==> config.mk <==
export PLATFORM = sky130hd
export DESIGN_NAME = otp_kdi_top
export DESIGN_NICKNAME = d
export VERILOG_FILES = /design/src/common/otp_kdi_pkg.sv /design/src/source/kdi_req_arb.sv /design/src/source/kdi_key_regs.sv /design/src/kdi/kdi_fsm.sv /design/src/kdi/otp_kdi_top.sv
export SDC_FILE = /design/constraint.sdc
export NUM_CORES = 1
export LEC_CHECK = 0
export ABC_AREA = 1
export BUFFER_PORTS_ARGS = -buffer_cell sky130_fd_sc_hd__buf_4
export CAP_MARGIN = 20
export CORE_AREA = 2 2 439 441
export DETAILED_ROUTE_END_ITERATION = 7
export DIE_AREA = 0 0 441 443
export SETUP_SLACK_MARGIN = 0.02
export SYNTH_ARGS = -nofsm -noshare
export SYNTH_HDL_FRONTEND = slang
export SYNTH_SLANG_ARGS = --single-unit
==> constraint.sdc <==
create_clock -name clk_i -period 8 [get_ports clk_i]
set_input_delay 2 -clock clk_i [delete_from_list [all_inputs] [get_ports clk_i]]
set_output_delay 2 -clock clk_i [all_outputs]
set_load 0.05 [all_outputs]
==> src/common/otp_kdi_pkg.sv <==
// Key derivation shared types: widths, digest commands, request and response bundles
package otp_kdi_pkg;

  ////////////////////////////////////////
  // Widths
  ////////////////////////////////////////

  // One digest block in and one result out
  parameter int ScrmblBlockWidth = 64;
  // One word per EDN acknowledge
  parameter int EdnDataWidth = 64;
  // Key is built from two digest results
  parameter int KeyWidth = 128;
  // Nonce holds two EDN words
  parameter int NonceWidth = 128;
  // Seed is compressed as two halves of two blocks each
  parameter int SeedWidth = 256;
  // Seed block index and entropy word index
  parameter int CntWidth = 2;

  ////////////////////////////////////////
  // Enums
  ////////////////////////////////////////

  // Commands understood by the digest datapath
  typedef enum logic [1:0] {
    DigestInit,
    LoadShadow,
    Digest,
    DigestFinalize
  } scrmbl_cmd_e;

  // Netlist constant used as digest IV
  typedef enum logic [1:0] {
    FlashDataKey,
    FlashAddrKey,
    SramDataKey
  } digest_sel_e;

  // Source of the word sent to the digest
  typedef enum logic {
    SeedData,
    EntropyData
  } data_sel_e;

  ////////////////////////////////////////
  // Structs
  ////////////////////////////////////////

  // Fixed configuration of one requester
  typedef struct packed {
    logic                  ingest_entropy;
    digest_sel_e           digest_sel;
    logic                  fetch_nonce;
    // Index of the last EDN word of the nonce
    logic [1:0]            nonce_size;
    logic [SeedWidth-1:0]  seed;
  } kdi_req_bundle_t;

  // Response shared by all consumers
  typedef struct packed {
    logic [KeyWidth-1:0]   key;
    logic [NonceWidth-1:0] nonce;
    logic                  seed_valid;
  } kdi_key_rsp_t;

  // Digest datapath request, held until ready
  typedef struct packed {
    scrmbl_cmd_e                 cmd;
    digest_sel_e                 sel;
    logic [ScrmblBlockWidth-1:0] data;
    logic                        valid;
  } kdi_scrmbl_req_t;

  // Register enables and mux controls from the FSM
  typedef struct packed {
    logic                key_en;
    logic                nonce_en;
    logic                seed_valid_en;
    data_sel_e           data_sel;
    logic [CntWidth-1:0] seed_idx;
    logic [CntWidth-1:0] entropy_idx;
  } kdi_reg_ctrl_t;

endpackage

==> src/source/kdi_req_arb.sv <==
// Round-robin key request arbiter with fixed per-requester configuration
module kdi_req_arb
  import otp_kdi_pkg::*;
#(
  parameter int NumSramSlots = 2
) (
  input  logic                          clk_i,
  input  logic                          rst_ni,
  input  logic [NumSramSlots+2:0]       req_i,
  output logic [NumSramSlots+2:0]       ack_o,
  input  logic [SeedWidth-1:0]          flash_data_seed_i,
  input  logic [SeedWidth-1:0]          flash_addr_seed_i,
  input  logic [SeedWidth/2-1:0]        sram_seed_i,
  output logic                          valid_o,
  output kdi_req_bundle_t               bundle_o,
  input  logic                          ready_i
);

  // Flash data, flash addr, OTBN, then SRAM slots
  localparam int NumReq   = 3 + NumSramSlots;
  localparam int IdxWidth = $clog2(NumReq);

  kdi_req_bundle_t [NumReq-1:0] bundles;
  logic [IdxWidth-1:0]          last_q, lock_idx_q, rr_idx, idx;
  logic                         locked_q;

  ////////////////////////////////////////
  // Request configuration
  ////////////////////////////////////////

  assign bundles[0] = '{ingest_entropy: 1'b0, digest_sel: FlashDataKey, fetch_nonce: 1'b1,
                        nonce_size: 2'd1, seed: flash_data_seed_i};
  assign bundles[1] = '{ingest_entropy: 1'b0, digest_sel: FlashAddrKey, fetch_nonce: 1'b1,
                        nonce_size: 2'd0, seed: flash_addr_seed_i};
  // OTBN and SRAM share the doubled SRAM seed
  assign bundles[2] = '{ingest_entropy: 1'b1, digest_sel: SramDataKey, fetch_nonce: 1'b1,
                        nonce_size: 2'd0, seed: {sram_seed_i, sram_seed_i}};

  for (genvar k = 3; k < NumReq; k++) begin : gen_sram
    assign bundles[k] = '{ingest_entropy: 1'b1, digest_sel: SramDataKey, fetch_nonce: 1'b1,
                          nonce_size: 2'd1, seed: {sram_seed_i, sram_seed_i}};
  end

  ////////////////////////////////////////
  // Round-robin pick and lock
  ////////////////////////////////////////

  // Lowest requester above the last served one, wrapping
  always_comb begin
    int cand;
    rr_idx = last_q;
    for (int i = NumReq; i >= 1; i--) begin
      cand = (int'(last_q) + i) % NumReq;
      if (req_i[cand]) rr_idx = IdxWidth'(cand);
    end
  end

  assign idx      = locked_q ? lock_idx_q : rr_idx;
  assign valid_o  = locked_q | (|req_i);
  assign bundle_o = bundles[idx];

  always_comb begin
    ack_o      = '0;
    ack_o[idx] = ready_i;
  end

  always_ff @(posedge clk_i or negedge rst_ni) begin
    if (!rst_ni) begin
      // Start as if the top index was served, so index 0 wins first
      last_q     <= IdxWidth'(NumReq - 1);
      lock_idx_q <= '0;
      locked_q   <= 1'b0;
    end else if (ready_i) begin
      last_q   <= idx;
      locked_q <= 1'b0;
    end else if (valid_o && !locked_q) begin
      lock_idx_q <= rr_idx;
      locked_q   <= 1'b1;
    end
  end

endmodule

==> src/source/kdi_key_regs.sv <==
// Key, nonce and seed-valid registers with the digest input word mux
module kdi_key_regs
  import otp_kdi_pkg::*;
(
  input  logic                        clk_i,
  input  logic                        rst_ni,
  input  kdi_reg_ctrl_t               ctrl_i,
  input  logic                        seed_valid_i,
  input  logic [SeedWidth-1:0]        seed_i,
  input  logic [ScrmblBlockWidth-1:0] scrmbl_data_i,
  input  logic [EdnDataWidth-1:0]     edn_data_i,
  output kdi_key_rsp_t                key_rsp_o,
  output logic [ScrmblBlockWidth-1:0] scrmbl_data_o
);

  localparam int KeyBlocks  = KeyWidth / ScrmblBlockWidth;
  localparam int NonceWords = NonceWidth / EdnDataWidth;

  logic [KeyBlocks-1:0][ScrmblBlockWidth-1:0] key_q;
  logic [NonceWords-1:0][EdnDataWidth-1:0]    nonce_q;
  logic                                       seed_valid_q;
  logic [ScrmblBlockWidth-1:0]                seed_block;

  ////////////////////////////////////////
  // Output registers
  ////////////////////////////////////////

  always_ff @(posedge clk_i or negedge rst_ni) begin
    if (!rst_ni) begin
      key_q        <= '0;
      nonce_q      <= '0;
      seed_valid_q <= 1'b0;
    end else begin
      // Upper seed half lands in the upper key block
      if (ctrl_i.key_en) key_q[ctrl_i.seed_idx[1]] <= scrmbl_data_i;
      if (ctrl_i.nonce_en) nonce_q[ctrl_i.entropy_idx[0]] <= edn_data_i;
      if (ctrl_i.seed_valid_en) seed_valid_q <= seed_valid_i;
    end
  end

  assign key_rsp_o.key        = key_q;
  assign key_rsp_o.nonce      = nonce_q;
  assign key_rsp_o.seed_valid = seed_valid_q;

  ////////////////////////////////////////
  // Digest data mux
  ////////////////////////////////////////

  // Invalid seeds are fed as zero blocks
  assign seed_block = seed_valid_i ?
                      seed_i[ctrl_i.seed_idx*ScrmblBlockWidth +: ScrmblBlockWidth] : '0;

  assign scrmbl_data_o = (ctrl_i.data_sel == EntropyData) ?
                         nonce_q[ctrl_i.entropy_idx[0]] : seed_block;

endmodule

==> src/kdi/kdi_fsm.sv <==
// Key derivation control FSM sequencing digest, entropy ingest and nonce fetch
module kdi_fsm
  import otp_kdi_pkg::*;
(
  input  logic                        clk_i,
  input  logic                        rst_ni,
  input  logic                        kdi_en_i,
  input  logic                        escalate_en_i,
  output logic                        fsm_err_o,
  // Arbitrated request
  input  logic                        req_valid_i,
  input  kdi_req_bundle_t             bundle_i,
  output logic                        req_ready_o,
  // EDN
  output logic                        edn_req_o,
  input  logic                        edn_ack_i,
  // Digest datapath
  output logic                        scrmbl_mtx_req_o,
  input  logic                        scrmbl_mtx_gnt_i,
  output kdi_scrmbl_req_t             scrmbl_o,
  input  logic [ScrmblBlockWidth-1:0] scrmbl_data_i,
  input  logic                        scrmbl_ready_i,
  input  logic                        scrmbl_valid_i,
  // Key register controls
  output kdi_reg_ctrl_t               reg_ctrl_o
);

  typedef enum logic [3:0] {
    ResetSt,
    IdleSt,
    ClrSt,
    LoadSt,
    FetchEntropySt,
    DigEntropySt,
    FinSt,
    WaitSt,
    FetchNonceSt,
    FinishSt,
    ErrorSt
  } state_e;

  state_e              state_d, state_q;
  logic                edn_req_d, edn_req_q;
  logic [CntWidth-1:0] seed_cnt_q, entropy_cnt_q;
  logic                seed_cnt_en, seed_cnt_clr;
  logic                entropy_cnt_en, entropy_cnt_clr;
  // Word delivered in this cycle
  logic                edn_done;

  assign edn_done  = edn_req_q & edn_ack_i;
  assign edn_req_o = edn_req_q;

  // Counters drive the register indices directly
  assign reg_ctrl_o.seed_idx    = seed_cnt_q;
  assign reg_ctrl_o.entropy_idx = entropy_cnt_q;
  assign scrmbl_o.sel           = bundle_i.digest_sel;
  assign scrmbl_o.data          = scrmbl_data_i;

  ////////////////////////////////////////
  // Next state and outputs
  ////////////////////////////////////////

  always_comb begin
    state_d   = state_q;
    fsm_err_o = 1'b0;
    // Keep an open EDN request alive until acknowledged
    edn_req_d = edn_req_q & ~edn_ack_i;
    seed_cnt_en     = 1'b0;
    seed_cnt_clr    = 1'b0;
    entropy_cnt_en  = 1'b0;
    entropy_cnt_clr = 1'b0;
    reg_ctrl_o.key_en        = 1'b0;
    reg_ctrl_o.nonce_en      = 1'b0;
    reg_ctrl_o.seed_valid_en = 1'b0;
    reg_ctrl_o.data_sel      = SeedData;
    scrmbl_mtx_req_o = 1'b0;
    scrmbl_o.cmd     = LoadShadow;
    scrmbl_o.valid   = 1'b0;
    req_ready_o      = 1'b0;

    unique case (state_q)
      // Wait for the enable pulse
      ResetSt: if (kdi_en_i) state_d = IdleSt;
      IdleSt: begin
        if (req_valid_i) begin
          state_d         = ClrSt;
          seed_cnt_clr    = 1'b1;
          entropy_cnt_clr = 1'b1;
        end
      end
      // Take the mutex and reset digest state to the IV
      ClrSt: begin
        scrmbl_mtx_req_o = 1'b1;
        scrmbl_o.valid   = 1'b1;
        scrmbl_o.cmd     = DigestInit;
        if (scrmbl_mtx_gnt_i && scrmbl_ready_i) state_d = LoadSt;
      end
      // Even block is loaded, odd block triggers the digest round
      LoadSt: begin
        scrmbl_mtx_req_o = 1'b1;
        scrmbl_o.valid   = 1'b1;
        if (seed_cnt_q[0]) begin
          scrmbl_o.cmd = Digest;
          if (scrmbl_ready_i) begin
            state_d = bundle_i.ingest_entropy ? FetchEntropySt : FinSt;
          end
        end else if (scrmbl_ready_i) begin
          seed_cnt_en = 1'b1;
        end
      end
      // Two EDN words into the nonce registers
      FetchEntropySt: begin
        scrmbl_mtx_req_o = 1'b1;
        edn_req_d        = ~(edn_done && entropy_cnt_q == 2'd1);
        if (edn_done) begin
          reg_ctrl_o.nonce_en = 1'b1;
          if (entropy_cnt_q == 2'd1) begin
            state_d         = DigEntropySt;
            entropy_cnt_clr = 1'b1;
          end else begin
            entropy_cnt_en = 1'b1;
          end
        end
      end
      // Same load/digest pairing as the seed, on entropy words
      DigEntropySt: begin
        scrmbl_mtx_req_o    = 1'b1;
        scrmbl_o.valid      = 1'b1;
        reg_ctrl_o.data_sel = EntropyData;
        if (entropy_cnt_q[0]) begin
          scrmbl_o.cmd = Digest;
          if (scrmbl_ready_i) begin
            state_d         = FinSt;
            entropy_cnt_clr = 1'b1;
          end
        end else if (scrmbl_ready_i) begin
          entropy_cnt_en = 1'b1;
        end
      end
      FinSt: begin
        scrmbl_mtx_req_o = 1'b1;
        scrmbl_o.valid   = 1'b1;
        scrmbl_o.cmd     = DigestFinalize;
        if (scrmbl_ready_i) state_d = WaitSt;
      end
      // Result goes to the key half picked by seed_cnt[1]
      WaitSt: begin
        scrmbl_mtx_req_o = 1'b1;
        if (scrmbl_valid_i) begin
          reg_ctrl_o.key_en = 1'b1;
          if (seed_cnt_q == 2'd1) begin
            // Second seed half restarts from the IV
            seed_cnt_en = 1'b1;
            state_d     = ClrSt;
          end else begin
            seed_cnt_clr             = 1'b1;
            reg_ctrl_o.seed_valid_en = 1'b1;
            state_d = bundle_i.fetch_nonce ? FetchNonceSt : FinishSt;
          end
        end
      end
      // Mutex released, nonce words up to nonce_size
      FetchNonceSt: begin
        edn_req_d = ~(edn_done && entropy_cnt_q == bundle_i.nonce_size);
        if (edn_done) begin
          reg_ctrl_o.nonce_en = 1'b1;
          if (entropy_cnt_q == bundle_i.nonce_size) begin
            state_d         = FinishSt;
            entropy_cnt_clr = 1'b1;
          end else begin
            entropy_cnt_en = 1'b1;
          end
        end
      end
      FinishSt: begin
        req_ready_o = 1'b1;
        state_d     = IdleSt;
      end
      ErrorSt: fsm_err_o = 1'b1;
      // Illegal encoding
      default: begin
        state_d   = ErrorSt;
        fsm_err_o = 1'b1;
      end
    endcase

    // Escalation overrides everything and blocks the acknowledge
    if (escalate_en_i) begin
      state_d     = ErrorSt;
      fsm_err_o   = 1'b1;
      req_ready_o = 1'b0;
    end
  end

  ////////////////////////////////////////
  // State, counters and EDN request
  ////////////////////////////////////////

  always_ff @(posedge clk_i or negedge rst_ni) begin
    if (!rst_ni) begin
      state_q       <= ResetSt;
      edn_req_q     <= 1'b0;
      seed_cnt_q    <= '0;
      entropy_cnt_q <= '0;
    end else begin
      state_q   <= state_d;
      edn_req_q <= edn_req_d;
      if (seed_cnt_clr) seed_cnt_q <= '0;
      else if (seed_cnt_en) seed_cnt_q <= seed_cnt_q + 1'b1;
      if (entropy_cnt_clr) entropy_cnt_q <= '0;
      else if (entropy_cnt_en) entropy_cnt_q <= entropy_cnt_q + 1'b1;
    end
  end

endmodule

==> src/kdi/otp_kdi_top.sv <==
// Scrambling key derivation unit top: arbiter, control FSM and key registers
module otp_kdi_top
  import otp_kdi_pkg::*;
#(
  parameter int NumSramSlots = 2
) (
  input  logic                        clk_i,
  input  logic                        rst_ni,
  // Enable pulse and escalation
  input  logic                        kdi_en_i,
  input  logic                        escalate_en_i,
  output logic                        fsm_err_o,
  // Seeds from OTP
  input  logic                        seed_valid_i,
  input  logic [SeedWidth-1:0]        flash_data_seed_i,
  input  logic [SeedWidth-1:0]        flash_addr_seed_i,
  input  logic [SeedWidth/2-1:0]      sram_seed_i,
  // Key consumers
  input  logic [NumSramSlots+2:0]     key_req_i,
  output logic [NumSramSlots+2:0]     key_ack_o,
  output kdi_key_rsp_t                key_rsp_o,
  // EDN
  output logic                        edn_req_o,
  input  logic                        edn_ack_i,
  input  logic [EdnDataWidth-1:0]     edn_data_i,
  // Digest datapath and its mutex
  output logic                        scrmbl_mtx_req_o,
  input  logic                        scrmbl_mtx_gnt_i,
  output kdi_scrmbl_req_t             scrmbl_o,
  input  logic                        scrmbl_ready_i,
  input  logic                        scrmbl_valid_i,
  input  logic [ScrmblBlockWidth-1:0] scrmbl_data_i
);

  logic                        req_valid;
  logic                        req_ready;
  kdi_req_bundle_t             req_bundle;
  kdi_reg_ctrl_t               reg_ctrl;
  // Seed or entropy word headed for the digest
  logic [ScrmblBlockWidth-1:0] digest_word;

  kdi_req_arb #(
    .NumSramSlots(NumSramSlots)
  ) u_req_arb (
    .clk_i,
    .rst_ni,
    .req_i             (key_req_i),
    .ack_o             (key_ack_o),
    .flash_data_seed_i,
    .flash_addr_seed_i,
    .sram_seed_i,
    .valid_o           (req_valid),
    .bundle_o          (req_bundle),
    .ready_i           (req_ready)
  );

  kdi_fsm u_fsm (
    .clk_i,
    .rst_ni,
    .kdi_en_i,
    .escalate_en_i,
    .fsm_err_o,
    .req_valid_i     (req_valid),
    .bundle_i        (req_bundle),
    .req_ready_o     (req_ready),
    .edn_req_o,
    .edn_ack_i,
    .scrmbl_mtx_req_o,
    .scrmbl_mtx_gnt_i,
    .scrmbl_o,
    .scrmbl_data_i   (digest_word),
    .scrmbl_ready_i,
    .scrmbl_valid_i,
    .reg_ctrl_o      (reg_ctrl)
  );

  kdi_key_regs u_key_regs (
    .clk_i,
    .rst_ni,
    .ctrl_i        (reg_ctrl),
    .seed_valid_i,
    .seed_i        (req_bundle.seed),
    .scrmbl_data_i,
    .edn_data_i,
    .key_rsp_o,
    .scrmbl_data_o (digest_word)
  );

endmodule

==> results.json <==
{
  "worst_slew_pin_slew_ns": 1.12,
  "min_path_cells": 2,
  "cp-end-kind": "output port",
  "leakagePower_uw": 0.0178,
  "met1_usage_pct": 21.7,
  "num_rows": 161,
  "antenna_found_initial": 69,
  "grt_use_met3_pct": 6.21,
  "fin_skew_ns": 0.0346,
  "critPathLaunchType": "flop",
  "htree_levels": 2,
  "path_max_fanout": 16,
  "placed_area_um2": 32400,
  "min_from": "u_key_regs.key_rsp_o[228]$_DFFE_PN0P_",
  "drt_pre_antenna_iters": 6,
  "post-place-ws_ns": 0.195,
  "cap_violations": 0,
  "reg2reg_to": "u_fsm.state_q[3]$_DFFE_PN0P_",
  "avgViaCountPerCell": 4.01,
  "synth_seq_cells": 273,
  "ys_async_sr_fraction_pct": 100,
  "routed_wl_um": 179000,
  "power.density_nw_per_um2": 441,
  "initial_core_util_pct": 10.4,
  "relSlewSlack_pct": 25.3,
  "max_stage_delay_ns": 0.38,
  "yosysSeqAreaShare_pct": 34.3,
  "grt_pass1_vias": 26100,
  "track_usage_pct": 17.2,
  "hold_slack_ns": 0.485,
  "dp.cells": 6701,
  "vias": 27400,
  "cts_buffer_depth": 3,
  "setup_ws_ns": 0.270,
  "path_clk_slew_ns": 0.05,
  "synth_edf_count": 0,
  "ys.flop_type": "dfrtp_1",
  "cp_common_cell": "nand2_2",
  "cts_tree": "yes",
  "fin_crit_ns": 7.73,
  "min_period_over_period_pct": 96.6,
  "stdcell_count": 6819,
  "synthSimpleGateAreaFrac_pct": 38.6,
  "syn-cell-area_um2": 19900,
  "synth_nets": 3942,
  "overflow": 0,
  "critical_path_class": "reg -> out",
  "crit_slowest_cell": "dfrtp_1",
  "numCtsBuffers": 35,
  "drc": 0,
  "layout-drive-gt1-share_pct": 37.2,
  "rsz0062_at_grt": "true",
  "status": "completed",
  "finalSetupViolations": 0,
  "grt_max_degree": 137,
  "mostFrequentLayoutCells": "buf_4, nand2_1, nand3_1",
  "synth_cells": 3124,
  "busiest_layer": "met2",
  "finalMaxSlewViolations": 0,
  "dr.first_iter.drc_count": 2726,
  "synth_warnings": 0,
  "insertion_delay_ns": 0.58,
  "port_buffers": 1115,
  "synthAdderAreaFrac_pct": 2.30,
  "timing.rr.start": "u_req_arb.last_q[1]$_DFFE_PN0P_",
  "die_x_um": 441,
  "r2r_setup_slack_ns": 2.52,
  "final_nets": 5069,
  "synth_xor_xnor_area_share_pct": 0.264,
  "fmax_ghz": 0.129,
  "dp_hpwl_um": 149000,
  "synth_top_family_by_area": "simple AND/OR/NAND/NOR gates",
  "core-area_um2": 191000,
  "clock_sinks": 273,
  "gp_congestion": 0.980,
  "ir_drop_mv": 0.209,
  "grt_first_pass_wirelength_um": 229000,
  "hp-class": "reg -> reg",
  "wl_per_cell_um": 26.3,
  "areaGrowthSynthToFinish_pct": 77.8,
  "layout_commonest_cell": "buf_4",
  "grt_util_met2_pct": 27.1,
  "cts_root_buffer": "clkbuf_16",
  "hold_viol": 0,
  "die_y_um": 443,
  "cp.required_ns": 6.00,
  "holdPathEnd": "u_key_regs.key_rsp_o[228]$_DFFE_PN0P_",
  "die_area_um2": 195000,
  "fin_area_um2": 35400,
  "fillCellCount": 21700,
  "r2r_cells": 40,
  "ant_nets": 0,
  "synthMuxAreaShare_pct": 0,
  "post_synth_num_cell_types": 43,
  "avgSynthCellArea_um2": 6.37,
  "io_pins": 1116,
  "cp.arrival_ns": 5.73,
  "synth_compound_area_share_pct": 13.9
}
[cells in the mapped netlist, drive strengths merged (5+ instances only)]
cell type / number / share of area [%]
nand2: 968 / 18
nand3: 702 / 18
inv: 268 / 5.1
dfrtp: 272 / 34
o211ai: 8 / 0.30
ha: 35 / 2.2
a21oi: 75 / 1.9
a22oi: 64 / 2.4
clkbuf: 139 / 2.6
xor2: 5 / 0.22
buf: 100 / 2.9
o21ai: 343 / 8.7
nor2: 114 / 2.1
[stage by stage]
| step | util, % | power, uW | TNS, ns |
|---|---|---|---|
| 2_1_floorplan | - | 7730 | 0 |
| 3_3_place_gp | 17.0 | 12800 | 0 |
| 3_5_place_dp | 17.0 | 12800 | 0 |
| 4_1_cts | 17.9 | 15000 | -0.0243 |
| 5_1_grt | 18.5 | 16600 | -0.276 |
| 6_report | 18.5 | 15600 | 0 |
[sequential cells by signal, indices dropped and copies added, names as in the netlist]
signal	cells
u_fsm.edn_req_o	1
u_fsm.entropy_cnt_q	2
u_fsm.seed_cnt_q	2
u_fsm.state_q	4
u_key_regs.key_rsp_o	256
u_key_regs.seed_valid_q	1
u_req_arb.last_q	3
u_req_arb.lock_idx_q	3
u_req_arb.locked_q	1
[how the worst max path moves through the flow]
stage,startpoint,to,depth (start not counted)
after floorplan,u_req_arb.last_q[0]$_DFFE_PN0P_,scrmbl_o[65],32
after global placement,u_req_arb.last_q[1]$_DFFE_PN0P_,scrmbl_o[1],37
after detailed placement,u_req_arb.last_q[1]$_DFFE_PN0P_,scrmbl_o[18],38
after CTS,u_req_arb.last_q[1]$_DFFE_PN0P_,scrmbl_o[19],36
after global routing,u_req_arb.last_q[1]$_DFFE_PN0P_,scrmbl_o[64],40
final,u_req_arb.last_q[1]$_DFFE_PN0P_,scrmbl_o[19],35
[metal layers]
metal  routed length, um  part of all wire [%]  vias to the layer above
li1                    -                     -                    12600
met1               73200                    41                    13200
met2               81200                    45                     1340
met3               18200                    10                      222
met4                6210                   3.5                       32
met5                 219                  0.12                        -
[report_power, final]
part	leakage, uW	internal (uW)	switching [uW]
clock	0.000591	1050	707
combinational	0.0135	3890	7830
sequential	0.00367	1770	375
total	0.0178	6710	8910
[logic make-up (layout without fill, tap and decap cells)]
family                   after synthesis  after routing
other                                  0             18
AO/OA/AOI/OAI                        504            504
XOR/XNOR                               6              6
flip-flops                           273            273
adder cells (fa/ha/maj)               36             36
buffers and inverters                508           1659
AND/OR/NAND/NOR                     1797           1797
[critical path, delay by kind of cell (launching register included)]
family | cells | cell delay, ns
AO/OA/AOI/OAI | 3 | 0.54
flip-flops | 1 | 0.38
adder cells (fa/ha/maj) | 3 | 0.56
XOR/XNOR | 1 | 0.16
AND/OR/NAND/NOR | 21 | 2.33
buffers and inverters | 7 | 1.17
[cell type report]
class	count	area, um^2	share of cell area, %
antenna	18	45.0	0.127
multi-input combinational	2343	11900	33.5
timing repair buffer	1329	11200	31.7
clock inverter	17	250	0.707
inverter	269	1020	2.89
clock buffer	44	991	2.80
tap	2526	3160	8.93
sequential	273	6840	19.3
[what timing repair did]
action,4_1_cts,5_1_grt
pin swaps,5,31
hold buffers,0,0
gates cloned,4,10
setup endpoints to repair,64,69
buffers inserted,2,25
resized for setup,92,187
Power figures use the tool's default switching activity.
